--- config.mk ---
export PLATFORM = sky130hd
export DESIGN_NAME = csi_rx_top
export DESIGN_NICKNAME = d
export VERILOG_FILES = /design/src/hw/csi_rx_pkg.sv /design/src/hw/csi_byte_if.sv /design/src/hw/csi_word_if.sv /design/src/hw/csi_rx_align_byte.sv /design/src/hw/csi_rx_align_word.sv /design/src/hw/csi_rx_packet_handler.sv /design/src/hw/csi_rx_top.sv
export SDC_FILE = /design/constraint.sdc
export NUM_CORES = 1
export LEC_CHECK = 0
export BUFFER_PORTS_ARGS = -buffer_cell sky130_fd_sc_hd__buf_2
export CELL_PAD_IN_SITES_DETAIL_PLACEMENT = 2
export CELL_PAD_IN_SITES_GLOBAL_PLACEMENT = 2
export CORE_MARGIN = 5
export CORE_UTILIZATION = 41
export CTS_BUF_LIST = sky130_fd_sc_hd__clkbuf_8
export DETAILED_ROUTE_END_ITERATION = 7
export PLACE_DENSITY = 0.85
export SLEW_MARGIN = 10
export SYNTH_ARGS = -nofsm -noshare
export SYNTH_HDL_FRONTEND = slang
export SYNTH_SLANG_ARGS = --single-unit
--- constraint.sdc ---
create_clock -name byte_clock -period 2.85 [get_ports byte_clock]
set_clock_uncertainty 0.05 [all_clocks]
set_input_delay 0.285 -clock byte_clock [delete_from_list [all_inputs] [get_ports byte_clock]]
set_output_delay 0.285 -clock byte_clock [all_outputs]
set_load 0.1 [all_outputs]
--- src/hw/csi_rx_pkg.sv ---
// built for two lanes only so the 32-bit header always spans exactly two words
`default_nettype none

package csi_rx_pkg;

   //--------------------------------------------------
   // link geometry
   //--------------------------------------------------
   localparam int NUM_LANE   = 2;
   localparam int MAX_SKEW   = 2;              // worst lane lag in byte clocks
   localparam int FIFO_DEPTH = MAX_SKEW + 1;   // early lane runs up to MAX_SKEW ahead
   localparam int PTR_W      = $clog2(FIFO_DEPTH);
   localparam int SKEW_W     = $clog2(MAX_SKEW + 1);

   localparam logic [7:0] SYNC_BYTE   = 8'hB8; // hs leader byte
   localparam logic [5:0] LONG_DT_MIN = 6'h10; // from here up a payload follows

   // packet handler states
   localparam logic [1:0] ST_HUNT    = 2'd0;   // waiting for first header word
   localparam logic [1:0] ST_HEADER  = 2'd1;   // second header word next
   localparam logic [1:0] ST_PAYLOAD = 2'd2;
   localparam logic [1:0] ST_CRC     = 2'd3;   // crc word is swallowed

   //--------------------------------------------------
   // data types
   //--------------------------------------------------
   typedef logic [NUM_LANE-1:0][7:0] lane_data_t; // lane 0 in the low byte
   typedef logic [NUM_LANE-1:0]      lane_vld_t;

   // csi-2 data type field without the vc bits
   typedef enum logic [5:0] {
      DT_FS   = 6'h00,
      DT_FE   = 6'h01,
      DT_LS   = 6'h02,
      DT_LE   = 6'h03,
      DT_RAW8 = 6'h2A
   } csi_dt_t;

   // header bytes in wire order from bit 0 up
   typedef union packed {
      struct packed {
         logic [7:0]  ecc;
         logic [15:0] word_cnt;    // payload bytes
         logic [7:0]  data_id;
      } long_hdr;
      struct packed {
         logic [7:0]  ecc;
         logic [15:0] number;      // frame or line number
         logic [7:0]  data_id;
      } short_hdr;
   } csi_hdr_u;

endpackage : csi_rx_pkg

`default_nettype wire

--- src/hw/csi_byte_if.sv ---
// plain strobes only and the producer cannot be stalled
`timescale 1ns/1ps
`default_nettype none

interface csi_byte_if
   import csi_rx_pkg::*;
();
   lane_data_t byte_data;      // aligned byte per lane
   lane_vld_t  byte_vld;       // lanes may rise on different cycles
   logic       wait_for_sync;  // level while the link hunts
   logic       packet_done;    // one-cycle pulse that unlocks all lanes

   // byte aligner side
   modport producer (
      output byte_data,
      output byte_vld,
      input  wait_for_sync,
      input  packet_done
   );

   // word aligner side
   modport buffer (
      input  byte_data,
      input  byte_vld,
      output wait_for_sync,
      output packet_done
   );

endinterface : csi_byte_if

`default_nettype wire

--- src/hw/csi_word_if.sv ---
// one strobe for all lanes and no handshake back to the buffer
`timescale 1ns/1ps
`default_nettype none

interface csi_word_if
   import csi_rx_pkg::*;
();
   lane_data_t word_data;      // deskewed word
   logic       word_vld;       // all lanes in step
   logic       wait_for_sync;  // high between packets
   logic       packet_done;    // one-cycle pulse after the last word

   // word aligner side
   modport buffer (
      output word_data,
      output word_vld,
      input  wait_for_sync,
      input  packet_done
   );

   // packet handler side
   modport consumer (
      input  word_data,
      input  word_vld,
      output wait_for_sync,
      output packet_done
   );

endinterface : csi_word_if

`default_nettype wire

--- src/hw/csi_rx_align_byte.sv ---
// bits are taken lsb first so offset k means the byte starts k bits into the previous byte
`timescale 1ns/1ps
`default_nettype none

module csi_rx_align_byte
   import csi_rx_pkg::*;
(
   input  logic         byte_clock,
   input  logic         rst_n,
   input  logic         enable,      // low acts as reset
   input  lane_data_t   deser_in,    // raw deserializer bytes
   csi_byte_if.producer bus
);

   //--------------------------------------------------
   // one aligner per lane
   //--------------------------------------------------
   for (genvar i = 0; i < NUM_LANE; i++) begin : g_lane
      logic [7:0]  prev;      // last cycle's raw byte
      logic [15:0] window;    // prev in the low half
      logic        locked;
      logic [2:0]  offset;    // bit offset found at sync
      logic        hit;
      logic [2:0]  hit_off;
      logic [7:0]  data_q;
      logic        vld_q;

      assign window = {deser_in[i], prev};

      // sync search over all eight offsets
      always_comb begin
         hit     = 1'b0;
         hit_off = 3'd0;
         for (int k = 7; k >= 0; k--) begin   // walks down so the lowest offset wins
            if (window[k +: 8] == SYNC_BYTE) begin
               hit     = 1'b1;
               hit_off = 3'(k);
            end
         end
      end

      // raw history and aligned byte
      always_ff @(posedge byte_clock) begin
         prev   <= deser_in[i];
         data_q <= window[offset +: 8];   // barrel shift by locked offset
      end

      // lock state
      always_ff @(posedge byte_clock) begin
         if (!rst_n || !enable) begin
            locked <= 1'b0;
            offset <= 3'd0;
            vld_q  <= 1'b0;
         end else if (bus.packet_done) begin
            locked <= 1'b0;            // back to search
            vld_q  <= 1'b0;            // drops the cycle after the pulse
         end else if (locked) begin
            vld_q  <= 1'b1;            // first byte is the one after sync
         end else if (bus.wait_for_sync && hit) begin
            locked <= 1'b1;
            offset <= hit_off;
         end
      end

      assign bus.byte_data[i] = data_q;
      assign bus.byte_vld[i]  = vld_q;
   end : g_lane

endmodule : csi_rx_align_byte

`default_nettype wire

--- src/hw/csi_rx_align_word.sv ---
// lanes must stay valid once started since the read side never waits for a late byte
`timescale 1ns/1ps
`default_nettype none

module csi_rx_align_word
   import csi_rx_pkg::*;
(
   input  logic       byte_clock,
   input  logic       rst_n,
   input  logic       enable,
   csi_byte_if.buffer byte_side,
   csi_word_if.buffer word_side
);

   logic [7:0]        mem [NUM_LANE][FIFO_DEPTH];  // per-lane skew fifo
   logic [PTR_W-1:0]  wr_ptr [NUM_LANE];
   logic [PTR_W-1:0]  rd_ptr;                      // shared by all lanes
   lane_vld_t         seen;                        // lane has started
   logic              running;
   logic [SKEW_W-1:0] skew_cnt;
   logic              timeout;                     // late lane gave up
   logic              flush;
   logic              all_in;

   function automatic logic [PTR_W-1:0] ptr_inc(input logic [PTR_W-1:0] p);
      return (p == PTR_W'(FIFO_DEPTH - 1)) ? '0 : PTR_W'(p + 1'b1);
   endfunction

   assign flush  = word_side.packet_done | timeout;
   assign all_in = &(seen | byte_side.byte_vld);   // last lane arrives now or earlier

   //--------------------------------------------------
   // storage
   //--------------------------------------------------
   always_ff @(posedge byte_clock) begin
      for (int i = 0; i < NUM_LANE; i++) begin
         if (byte_side.byte_vld[i]) begin
            mem[i][wr_ptr[i]] <= byte_side.byte_data[i];
         end
      end
   end

   //--------------------------------------------------
   // pointers and skew timer
   //--------------------------------------------------
   always_ff @(posedge byte_clock) begin
      if (!rst_n || !enable || flush) begin
         for (int i = 0; i < NUM_LANE; i++) begin
            wr_ptr[i] <= '0;
         end
         rd_ptr   <= '0;
         seen     <= '0;
         running  <= 1'b0;
         skew_cnt <= '0;
         timeout  <= 1'b0;          // so the timeout is a single pulse
      end else begin
         for (int i = 0; i < NUM_LANE; i++) begin
            if (byte_side.byte_vld[i]) begin
               wr_ptr[i] <= ptr_inc(wr_ptr[i]);
               seen[i]   <= 1'b1;
            end
         end
         if (running) begin
            rd_ptr <= ptr_inc(rd_ptr);
         end else if (all_in) begin
            running <= 1'b1;        // word_vld one cycle after last lane
         end else if (|seen) begin
            if (skew_cnt == SKEW_W'(MAX_SKEW - 1)) begin
               timeout <= 1'b1;     // drop this packet
            end else begin
               skew_cnt <= SKEW_W'(skew_cnt + 1'b1);
            end
         end
      end
   end

   // read all lanes in step
   always_comb begin
      for (int i = 0; i < NUM_LANE; i++) begin
         word_side.word_data[i] = mem[i][rd_ptr];
      end
   end

   assign word_side.word_vld      = running;
   assign byte_side.wait_for_sync = word_side.wait_for_sync;   // relayed
   assign byte_side.packet_done   = flush;                     // handler pulse or timeout

endmodule : csi_rx_align_word

`default_nettype wire

--- src/hw/csi_rx_packet_handler.sv ---
// no ecc correction and no crc check so a corrupt header is taken as it arrives
`timescale 1ns/1ps
`default_nettype none

module csi_rx_packet_handler
   import csi_rx_pkg::*;
(
   input  logic          byte_clock,
   input  logic          rst_n,
   input  logic          enable,
   csi_word_if.consumer  bus,
   output lane_data_t    payload,
   output logic          payload_vld,
   output logic          in_frame,
   output logic          in_line,
   output logic [15:0]   frame_number
);

   logic [1:0]  state;
   lane_data_t  hdr_lo;       // first header word
   csi_hdr_u    hdr;
   csi_dt_t     dt;
   logic        is_long;
   logic [15:0] pay_words;    // payload length in words
   logic [15:0] words_left;
   logic        line_open;    // between line start and line end
   logic        long_pay;     // inside a long packet
   logic        done_q;
   logic        wait_q;

   //--------------------------------------------------
   // header decode
   //--------------------------------------------------
   assign hdr       = {bus.word_data, hdr_lo};  // second word carries wc msb and ecc
   assign dt        = csi_dt_t'(hdr.short_hdr.data_id[5:0]);  // vc bits dropped
   assign is_long   = (dt >= LONG_DT_MIN);
   assign pay_words = 16'(hdr.long_hdr.word_cnt / NUM_LANE);

   // payload registers
   always_ff @(posedge byte_clock) begin
      payload <= bus.word_data;
      if (state == ST_HUNT) begin
         hdr_lo <= bus.word_data;
      end
   end

   //--------------------------------------------------
   // packet fsm
   //--------------------------------------------------
   always_ff @(posedge byte_clock) begin
      if (!rst_n || !enable) begin
         state        <= ST_HUNT;
         words_left   <= '0;
         payload_vld  <= 1'b0;
         in_frame     <= 1'b0;
         line_open    <= 1'b0;
         long_pay     <= 1'b0;
         frame_number <= '0;
         done_q       <= 1'b0;
         wait_q       <= 1'b1;          // hunting after reset
      end else begin
         done_q      <= 1'b0;
         payload_vld <= 1'b0;
         case (state)
            ST_HUNT: begin
               // ignore the stale word still flowing during our own done pulse
               if (bus.word_vld && !done_q) begin
                  wait_q <= 1'b0;
                  state  <= ST_HEADER;
               end
            end
            ST_HEADER: begin
               if (bus.word_vld) begin
                  if (is_long) begin
                     words_left <= pay_words;
                     long_pay   <= 1'b1;
                     state      <= (pay_words == '0) ? ST_CRC : ST_PAYLOAD;
                  end else begin
                     case (dt)
                        DT_FS: begin
                           in_frame     <= 1'b1;
                           frame_number <= hdr.short_hdr.number;
                        end
                        DT_FE:   in_frame  <= 1'b0;
                        DT_LS:   line_open <= 1'b1;
                        DT_LE:   line_open <= 1'b0;
                        default: ;               // other short packets pass
                     endcase
                     done_q <= 1'b1;             // short packet ends here
                     wait_q <= 1'b1;
                     state  <= ST_HUNT;
                  end
               end
            end
            ST_PAYLOAD: begin
               if (bus.word_vld) begin
                  payload_vld <= 1'b1;
                  words_left  <= words_left - 16'd1;
                  if (words_left == 16'd1) begin
                     state <= ST_CRC;
                  end
               end
            end
            default: begin                      // ST_CRC
               if (bus.word_vld) begin
                  long_pay <= 1'b0;
                  done_q   <= 1'b1;
                  wait_q   <= 1'b1;
                  state    <= ST_HUNT;
               end
            end
         endcase
      end
   end

   assign in_line           = line_open | long_pay;
   assign bus.packet_done   = done_q;
   assign bus.wait_for_sync = wait_q;

endmodule : csi_rx_packet_handler

`default_nettype wire

--- src/hw/csi_rx_top.sv ---
// expects deserialized bytes already in the byte clock domain and has no phy or clock detect
`timescale 1ns/1ps
`default_nettype none

module csi_rx_top
   import csi_rx_pkg::*;
(
   input  logic        byte_clock,
   input  logic        rst_n,
   input  logic        enable,          // camera enable, low resets the link
   input  lane_data_t  deser_data,      // one byte per lane per cycle

   output lane_data_t  unpack_dat,      // long-packet payload
   output logic        unpack_dat_vld,
   output logic        in_line,
   output logic        in_frame,
   output logic [15:0] frame_number     // from the last frame start
);

   csi_byte_if byte_bus ();
   csi_word_if word_bus ();

   //--------------------------------------------------
   // byte and word alignment
   //--------------------------------------------------
   csi_rx_align_byte u_align_byte (
      .byte_clock (byte_clock),
      .rst_n      (rst_n),
      .enable     (enable),
      .deser_in   (deser_data),
      .bus        (byte_bus.producer)
   );

   csi_rx_align_word u_align_word (
      .byte_clock (byte_clock),
      .rst_n      (rst_n),
      .enable     (enable),
      .byte_side  (byte_bus.buffer),
      .word_side  (word_bus.buffer)
   );

   //--------------------------------------------------
   // depacketizer
   //--------------------------------------------------
   csi_rx_packet_handler u_depacket (
      .byte_clock   (byte_clock),
      .rst_n        (rst_n),
      .enable       (enable),
      .bus          (word_bus.consumer),
      .payload      (unpack_dat),
      .payload_vld  (unpack_dat_vld),
      .in_frame     (in_frame),
      .in_line      (in_line),
      .frame_number (frame_number)
   );

endmodule : csi_rx_top

`default_nettype wire

==> metrics.csv, run 1 <==
metric;value;unit
synth_nets;693;
grt_use_total;0.195;
slew_headroom;0.243;
arrival;2.76;ns
dieWidth;142;um
finalHoldViolCount;0;
grt.overflow.total;0;
yosysTopAreaCell;dfxtp_1;
core;17200;um2
slew_viol_final;0;
grt_pass1_vias;5965;
cts_tree;done;
yosys.area_share.simple;0.162;
initialDrtViolationCount;193;
postCtsSetupRepairBufs;0;
route.vias.total;5313;
rsz0062_at_grt;no;
muxShareOfSynthArea;0.0827;
fin_tns_setup;0;ns
cts_inserted_buffers;17;
ys_warn_count;0;
synth_compound_area_frac;0.127;
startpoint_type;flop;
tightest_slew;1.13;ns
syn_to_final_growth;14.3;%
hp-class;in -> reg;
place_area;7620;um2
path_cells;nor3b_1, o21a_1, o21ai_0, a221oi_1;
drt_first_pass_iters;6;
ir_drop;0.000313;V
synth_edf_count;66;
cp-end-kind;flop;
synth_top_family_by_area;simple AND/OR/NAND/NOR gates;
drive_above_1_share;0.158;
antenna_cells;0;
crit_required;3.16;ns
die_h;142;um
fin_area;8150;um2
fin_crit;2.45;ns
synth-adder-area-share;0.0158;
powerDensity;538;nW/um2
path_max_fanout;17;
h-tree-depth;4;
place.detailed.hpwl;13600;um
nets;755;
fmax;409;MHz
ctsLongestPathBuffers;2;
finalWirelength;18900;um
netlist.area_leader.share;0.298;
root_buffer;clkbuf_8;
start_util;0.415;
clkSlewWorstSetupHoldPaths;0.09;ns
ys.flop_type;dfxtp_1;
grt_pass1_wl;31100;um
status;finished clean;
async_flop_share;0;
grt_max_degree;28;
p_leak;2.92;nW
place.gp.congestion;0.850;
synth-xor-area-share;0.00246;
dieArea;20100;um2
io_buffers;53;
synth-seq-cells;172;
critical_path.slowest_cell;o21a_1;
synth_area;7130;um2
synth_area_per_cell;10.7;um2
antenna_found_initial;0;
pin_count;54;
synth_area_leaders;dfxtp_1, edfxtp_1, mux2i_1;
nFillCells;1776;
fin_crit_sh;0.859;
yosysUniqueCellTypes;60;
wl_per_cell;19.5;um
rows;48;
drv_cap;0;
criticalPathCategory;reg -> reg;
slowest_delay;0.68;ns
setup_violations;0;
cts.sinks;172;
clk_latency;0.47;ns
drc;0;
seq_area_frac_synth;0.576;
antenna_left;0;
viasPerCell;5.51;
postSynthCellCount;665;
final cells by class:
type | count | area (um2) | share of cell area
clock inverter | 15 | 133 | 0.0163
clock buffer | 17 | 234 | 0.0287
tap | 225 | 282 | 0.0346
sequential | 172 | 4100 | 0.504
inverter | 26 | 97.6 | 0.0120
timing repair buffer | 80 | 508 | 0.0624
multi-input combinational | 430 | 2790 | 0.342
Yosys cell counts (2+ instances only):
library cell and instances:
edfxtp_1 66, a21oi_1 39, nand4b_1 2, o21ai_0 50, a2bb2oi_1 5, o2111ai_1 2
and2_1 9, o21a_1 3, nor3b_1 3, nand2b_1 7, nor3_1 15, a221oi_1 3
nor4b_1 4, a31o_2 2, buf_2 2, a22oi_1 2, or4_4 2, nor4_1 6
o22ai_1 2, nor2b_1 4, mux2i_1 42, a211oi_1 11, a22o_1 4, a41o_1 2
dfxtp_1 106, o31ai_1 3, buf_1 4, mux4_2 4, a32oi_1 2, clkbuf_1 31
inv_1 25, nand2_1 55, nor2_1 70, o2bb2ai_1 2, o211ai_1 8, nand3_1 7
nor4bb_1 18, or2_2 3, or3_1 5, ha_1 9, mux2_2 7
where the power goes:
group | leakage [nW] | switching, mW | internal (mW)
combinational | 1.25 | 0.0862 | 0.0734
clock | 0.181 | 0.975 | 0.633
sequential | 1.50 | 0.0344 | 2.58
critical path: cells and delay by family (launching register included):
family / cells / cell delay, ns
AND/OR/NAND/NOR: 1 / 0.61
AO/OA/AOI/OAI: 3 / 1.20
flip-flops: 1 / 0.47
cell families (layout without fill, tap and decap cells):
kind of cell | Yosys count | in the layout
simple gates | 220 | 220
fa+ha+maj | 9 | 9
mux | 53 | 53
xor+xnor | 2 | 2
buf+inv | 63 | 138
compound gates | 146 | 146
flops | 172 | 172
per-stage QoR:
stage / setup slack (ns) / hold WS, ns / utilization / cells / total power [mW]
finish: 0.403 / 0.274 / 0.474 / 965 / 4.38
global route: 0.249 / 0.278 / 0.474 / 965 / 4.57
CTS: 0.419 / 0.249 / 0.474 / 965 / 4.43
detailed placement: 0.537 / 0.342 / 0.444 / 917 / 2.81
global placement: 0.588 / 0.339 / 0.444 / 917 / 2.80
floorplan: 0.699 / 0.263 / - / 665 / 2.74
cell usage in the layout (no fill, tap or decap), types with 18 or more instances in the layout:
cell type and instances:
a21oi_1 39, nand2_1 55, o21ai_0 50, edfxtp_1 66
nor2_1 70, mux2i_1 42, buf_2 53, dfxtp_1 106
inv_1 26, nor4bb_1 18
registers in the layout, indices dropped and copies added, names as in the netlist:
| register | flops |
|---|---|
| u_align_word.wr_ptr | 4 |
| u_align_word.mem | 48 |
| u_align_byte.g_lane.prev | 16 |
| u_depacket.bus.wait_for_sync | 1 |
| u_align_word.skew_cnt | 2 |
| u_align_byte.g_lane.data_q | 16 |
| u_align_byte.g_lane.locked | 2 |
| u_align_byte.g_lane.vld_q | 2 |
| u_depacket.payload_vld | 1 |
| u_depacket.payload | 16 |
| u_depacket.state | 2 |
| u_depacket.frame_number | 16 |
| u_depacket.hdr | 8 |
| u_align_word.timeout | 1 |
| u_align_word.rd_ptr | 2 |
| u_align_word.seen | 2 |
| u_align_byte.g_lane.offset | 6 |
| u_depacket.in_frame | 1 |
| u_depacket.line_open | 1 |
| u_depacket.dt | 6 |
| u_align_word.word_side.word_vld | 1 |
| u_depacket.words_left | 16 |
| u_depacket.bus.packet_done | 1 |
| u_depacket.long_pay | 1 |
metal layers:
layer / vias up / GRT usage / routed length [um]
li1: 2538 / - / -
met1: 2663 / 0.231 / 8070
met5: - / 0 / 0
met4: 0 / 0.0697 / 369
met2: 85 / 0.350 / 9900
met3: 27 / 0.0401 / 510
timing repair:
| item | 4_1_cts | 5_1_grt |
|---|---|---|
| hold buffers | 16 | 0 |
| setup endpoints to repair | 0 | 0 |
| resized for setup | 0 | 0 |
| hold endpoints to repair | 16 | 0 |
worst paths after layout:
kind,startpoint,endpoint,slack (ns),depth (start not counted)
hold / removal,enable,u_depacket.bus.wait_for_sync,0.27,4
hold reg to reg,u_align_byte.g_lane[0].data_q[3],u_align_word.mem[0][3],0.41,0
setup reg to reg,u_depacket.state[1],u_depacket.words_left[3],0.40,4
setup / recovery,u_depacket.state[1],u_depacket.words_left[3],0.40,4
Power figures use the tool's default switching activity.
==> run 2: changes to the inputs <==
--- a/config.mk
+++ b/config.mk
@@ -13,6 +13,7 @@
 export CTS_BUF_LIST = sky130_fd_sc_hd__clkbuf_8
 export DETAILED_ROUTE_END_ITERATION = 7
 export PLACE_DENSITY = 0.85
+export REMOVE_ABC_BUFFERS = 1
 export SLEW_MARGIN = 10
 export SYNTH_ARGS = -nofsm -noshare
 export SYNTH_HDL_FRONTEND = slang
==> run 2 against run 1 <==
Against the previous run: setup slack improved by 0.026 ns; sequential share of layout area shrank 0.18 points; final area grew 0.35%; count of clock-buffer cells in the layout unchanged; first-iteration DRC count rose by 42%; cell count fell by 0.41%; wire length grew 3.9%; combinational power about the same; critical path depth rose by 3; non-clock buffer count down 3; critical path type unchanged; critical endpoint is now u_depacket.state[0].
==> metrics.csv, run 2 (synthesized netlist as in run 1, its figures left out) <==
metric;value;unit
status;finished clean;
startpoint_type;flop;
drc;0;
setup_violations;0;
slowest_delay;0.43;ns
start_util;0.415;
pin_count;54;
powerDensity;565;nW/um2
drive_above_1_share;0.155;
h-tree-depth;4;
fin_crit;2.42;ns
root_buffer;clkbuf_8;
cts_resized;0;
clk_latency;0.48;ns
route.vias.total;5318;
dieArea;20100;um2
viasPerCell;5.53;
finalHoldViolCount;0;
crit_required;3.20;ns
drt_first_pass_iters;4;
drv_cap;0;
io_buffers;53;
clkSlewWorstSetupHoldPaths;0.09;ns
finalWirelength;19600;um
tightest_slew;1.22;ns
dp_cells;914;
slew_headroom;0.183;
fin_crit_sh;0.850;
rsz0062_at_grt;no;
path_cells;buf_4, mux2i_1, a2bb2oi_1, inv_1, nor4_1, nand3_1, a21oi_1;
final_cell_mix;dfxtp_1, nor2_1, edfxtp_1;
cts.sinks;172;
final_util;0.476;
ctsLongestPathBuffers;2;
grt.overflow.total;0;
fmax;413;MHz
antenna_left;0;
antenna_cells;0;
grt_pass1_vias;6035;
wl_per_cell;20.4;um
cp-end-kind;flop;
grt_use_total;0.202;
criticalPathCategory;reg -> reg;
path_max_fanout;19;
slew_viol_final;0;
dieWidth;142;um
arrival;2.77;ns
power;4.62;mW
core;17200;um2
place.gp.congestion;0.799;
cts_inserted_buffers;17;
final_common_cell;dfxtp_1;
ir_drop;0.000412;V
fin_tns_setup;0;ns
hold_ws;0.274;ns
r2r_slack;0.43;ns
grt_max_degree;42;
hp-class;in -> reg;
place.detailed.hpwl;14200;um
cts_tree;done;
initialDrtViolationCount;275;
grt_pass1_wl;32400;um
p_leak;2.94;nW
critical_path.slowest_cell;nor4_1;
die_h;142;um
syn_to_final_growth;14.7;%
antenna_found_initial;0;
largest_reg_flops;48;
nets;752;
finalNonFillerCells;961;
rows;48;
run 2: changes by cell type in the layout (fill, tap and decap cells not counted), sizes merged:
cell / delta
buf: -3
bufinv: +3
clkinvlp: -2
inv: -2
run 2: final timing paths:
path | cells after the start | endpoint | startpoint
hold / removal | 3 | u_depacket.bus.wait_for_sync | enable
setup reg to reg | 7 | u_depacket.state[0] | u_align_word.rd_ptr[0]
hold reg to reg | 0 | u_align_word.mem[0][5] | u_align_byte.g_lane[0].data_q[5]
setup / recovery | 7 | u_depacket.state[0] | u_align_word.rd_ptr[0]
run 2: critical path: cells and delay by family, from the launching register on:
family | cells | cell delay (ns)
and+or+nand+nor | 2 | 0.56
AOI/OAI and AO/OA | 2 | 0.55
buffers and inverters | 2 | 0.51
DFF | 1 | 0.36
muxes | 1 | 0.31
run 2: area by class of cell:
class | count | area, um2
Sequential cell | 172 | 4100
Clock inverter | 14 | 184
Clock buffer | 17 | 234
Tap cell | 225 | 282
Inverter | 26 | 97.6
Timing Repair Buffer | 77 | 485
Multi-Input combinational cell | 430 | 2790
Fill cell | 1808 | 9000
run 2: timing repair:
action / in CTS / in global routing
endpoints found under the hold margin: 16 / 0
setup buffers: 0 / 0
hold buffers: 16 / 0
run 2: per-stage QoR:
step / setup slack, ns / area [um2]
after floorplan: 0.511 / 6980
after global placement: 0.655 / 7600
after detailed placement: 0.475 / 7600
after CTS: 0.405 / 8180
after global routing: 0.260 / 8180
final: 0.428 / 8180
run 2: power by group:
group / internal, mW / switching (mW)
registers: 2.58 / 0.0346
logic: 0.0716 / 0.0866
clock network: 0.886 / 0.966
run 2: layer usage:
| layer | share of wire | track usage | wire [um] |
|---|---|---|---|
| met5 | 0 | 0 | 0 |
| met3 | 0.034 | 0.0448 | 657 |
| met1 | 0.42 | 0.235 | 8190 |
| met2 | 0.53 | 0.372 | 10500 |
| met4 | 0.015 | 0.0571 | 286 |
==> run 3: changes to the inputs <==
--- a/config.mk
+++ b/config.mk
@@ -5,14 +5,15 @@
 export SDC_FILE = /design/constraint.sdc
 export NUM_CORES = 1
 export LEC_CHECK = 0
+export ABC_AREA = 1
 export BUFFER_PORTS_ARGS = -buffer_cell sky130_fd_sc_hd__buf_2
 export CELL_PAD_IN_SITES_DETAIL_PLACEMENT = 2
 export CELL_PAD_IN_SITES_GLOBAL_PLACEMENT = 2
 export CORE_MARGIN = 5
-export CORE_UTILIZATION = 41
+export CORE_UTILIZATION = 34
 export CTS_BUF_LIST = sky130_fd_sc_hd__clkbuf_8
 export DETAILED_ROUTE_END_ITERATION = 7
-export PLACE_DENSITY = 0.85
+export PLACE_DENSITY = 0.81
 export REMOVE_ABC_BUFFERS = 1
 export SLEW_MARGIN = 10
 export SYNTH_ARGS = -nofsm -noshare
==> constraint.sdc (replaced) <==
create_clock -name byte_clock -period 2 [get_ports byte_clock]
set_clock_uncertainty 0.05 [all_clocks]
set_input_delay 0.2 -clock byte_clock [delete_from_list [all_inputs] [get_ports byte_clock]]
set_output_delay 0.2 -clock byte_clock [all_outputs]
set_load 0.1 [all_outputs]
==> run 3 against run 2 <==
Against the previous run: first-iteration DRC count is 31% lower; final area is 4.5% higher; setup slack worse by 0.26 ns; register-to-register slack worse by 0.26 ns; area after synthesis is 3.0% higher; largest power group unchanged; sequential power is 43% higher; via count is 18% higher; synthesized cell count is 34% higher; count of clock-buffer cells in the layout stayed put; worst hold slack worse by 0.035 ns; critical path depth is 1 higher; total power is 35% higher; largest cell class unchanged.
==> metrics.csv, run 3 <==
metric;value;unit
status;finished clean;
drt_first_pass_iters;4;
tightest_slew;0.631;ns
ys_warn_count;0;
crit_required;2.34;ns
clk_latency;0.47;ns
drive_above_1_share;0.127;
place.gp.congestion;0.822;
finalNonFillerCells;1265;
finalHoldViolCount;0;
antenna_left;0;
setup_violations;0;
grt_pass1_vias;6832;
cts.sinks;172;
syn_to_final_growth;16.5;%
largest_reg_flops;48;
final_cell_mix;nand2_1, nor2_1, dfxtp_1;
fin_crit_sh;0.917;
antenna_found_initial;0;
cp-end-kind;flop;
drv_cap;0;
grt.overflow.total;0;
setup_slack;0.166;ns
synth_area;7340;um2
synth_area_per_cell;8.26;um2
dp_cells;1212;
ys_top_cells_by_count;nand2_1, nor2_1, dfxtp_1;
cts_tree;done;
criticalPathCategory;reg -> reg;
ir_drop;0.000496;V
wl_per_cell;17.7;um
p_leak;3.71;nW
drc;0;
finalWirelength;22400;um
grt_use_total;0.187;
h-tree-depth;4;
antenna_cells;0;
yosysUniqueCellTypes;33;
synth-seq-cells;172;
seq_area_frac_synth;0.559;
rows;53;
cts_inserted_buffers;17;
async_flop_share;0;
netlist.area_leader.share;0.289;
powerDensity;732;nW/um2
fin_crit;1.83;ns
root_buffer;clkbuf_8;
nets;1005;
viasPerCell;4.95;
yosysTopAreaCell;dfxtp_1;
path_max_fanout;10;
dp_slack;0.0707;ns
fmax;545;MHz
startpoint_type;flop;
final_common_cell;nand2_1;
start_util;0.347;
die_h;157;um
dieArea;24600;um2
fin_area;8540;um2
io_buffers;53;
grt_max_degree;28;
hp-class;in -> reg;
initialDrtViolationCount;190;
slew_headroom;0.575;
synth_edf_count;66;
place_area;8000;um2
postSynthCellCount;888;
arrival;2.18;ns
slew_viol_final;0;
rsz0062_at_grt;yes;
clkSlewWorstSetupHoldPaths;0.09;ns
synth.most_common_cell;nand2_1;
synth_area_leaders;dfxtp_1, edfxtp_1, nand2_1;
pin_count;54;
dieWidth;157;um
route.vias.total;6261;
ys.flop_type;dfxtp_1;
place.detailed.hpwl;16700;um
core;21200;um2
ctsLongestPathBuffers;2;
grt_pass1_wl;36000;um
-- run 3: cell count changes in the layout (fill, tap and decap cells not counted), moves of 7 or more --
| cell | change |
|---|---|
| and2_1 | -9 |
| buf_4 | +17 |
| inv_1 | +72 |
| mux2_2 | -7 |
| mux2i_1 | -34 |
| nand2_1 | +177 |
| nand2b_1 | -7 |
| nand3_1 | +13 |
| nor2_1 | +44 |
| nor3_1 | +10 |
| nor4bb_1 | -18 |
| o21ai_0 | +35 |
-- run 3: timing repair --
item / in CTS / in global routing
hold endpoints to repair: 16 / 0
setup buffers: 0 / 5
resized for setup: 0 / 2
hold buffers: 16 / 0
endpoints found under the setup margin: 0 / 3
-- run 3: logic make-up after synthesis --
group / Yosys count / share of synthesized area
compound gates: 160 / 0.119
mux: 8 / 0.0109
flops: 172 / 0.559
fa+ha+maj: 9 / 0.0153
buf+inv: 129 / 0.0697
xor+xnor: 1 / 0.00119
simple gates: 409 / 0.225
-- run 3: cell type report --
type | instances | area, um2
fillers | 2422 | 12600
flip-flops and latches | 172 | 4100
multi-input cells | 587 | 2720
inverters | 104 | 394
clock buffers | 17 | 234
clock inverters | 15 | 111
repair buffers | 95 | 633
well taps | 275 | 344
-- run 3: final timing paths --
path                            cells past startpoint                             start  slack (ns)                  endpoint
worst max-delay path                                8               u_depacket.state[1]        0.17  u_depacket.words_left[7]
worst min-delay path                                3                            enable        0.24  u_depacket.words_left[4]
worst max register to register                      8               u_depacket.state[1]        0.17  u_depacket.words_left[7]
worst min register to register                      0  u_align_byte.g_lane[0].data_q[7]        0.40   u_align_word.mem[0][23]
-- run 3: metal layers --
| metal | wire length, um | vias up | track usage |
|---|---|---|---|
| met4 | 307 | 0 | 0.0438 |
| met2 | 11900 | 78 | 0.349 |
| met1 | 9670 | 3083 | 0.219 |
| met3 | 533 | 24 | 0.0377 |
| met5 | 0 | - | 0 |
| li1 | - | 3076 | - |
-- run 3: report_power, final --
part	switching [mW]	leakage (nW)	internal, mW	total [mW]
Combinational	0.174	2.03	0.0930	0.267
Sequential	0.0426	1.50	3.68	3.72
Clock	1.39	0.182	0.878	2.27
-- run 3: critical path: stages, from the launching register on --
cell and delay (ns):
dfxtp_1 0.44, inv_1 0.13, nor2_4 0.14, inv_1 0.19, buf_4 0.21, buf_4 0.14, o31ai_1 0.24, nand2_1 0.10
a21oi_1 0.13
-- run 3: per-stage QoR --
stage | setup TNS [ns] | utilization | hold WS [ns] | total power, mW
5_1_grt | -0.0122 | 0.404 | 0.192 | 6.52
6_report | 0 | 0.404 | 0.239 | 6.26
2_1_floorplan | 0 | - | 0.178 | 3.92
4_1_cts | 0 | 0.402 | 0.201 | 6.32
3_5_place_dp | 0 | 0.378 | 0.254 | 4.05
3_3_place_gp | 0 | 0.378 | 0.252 | 4.03
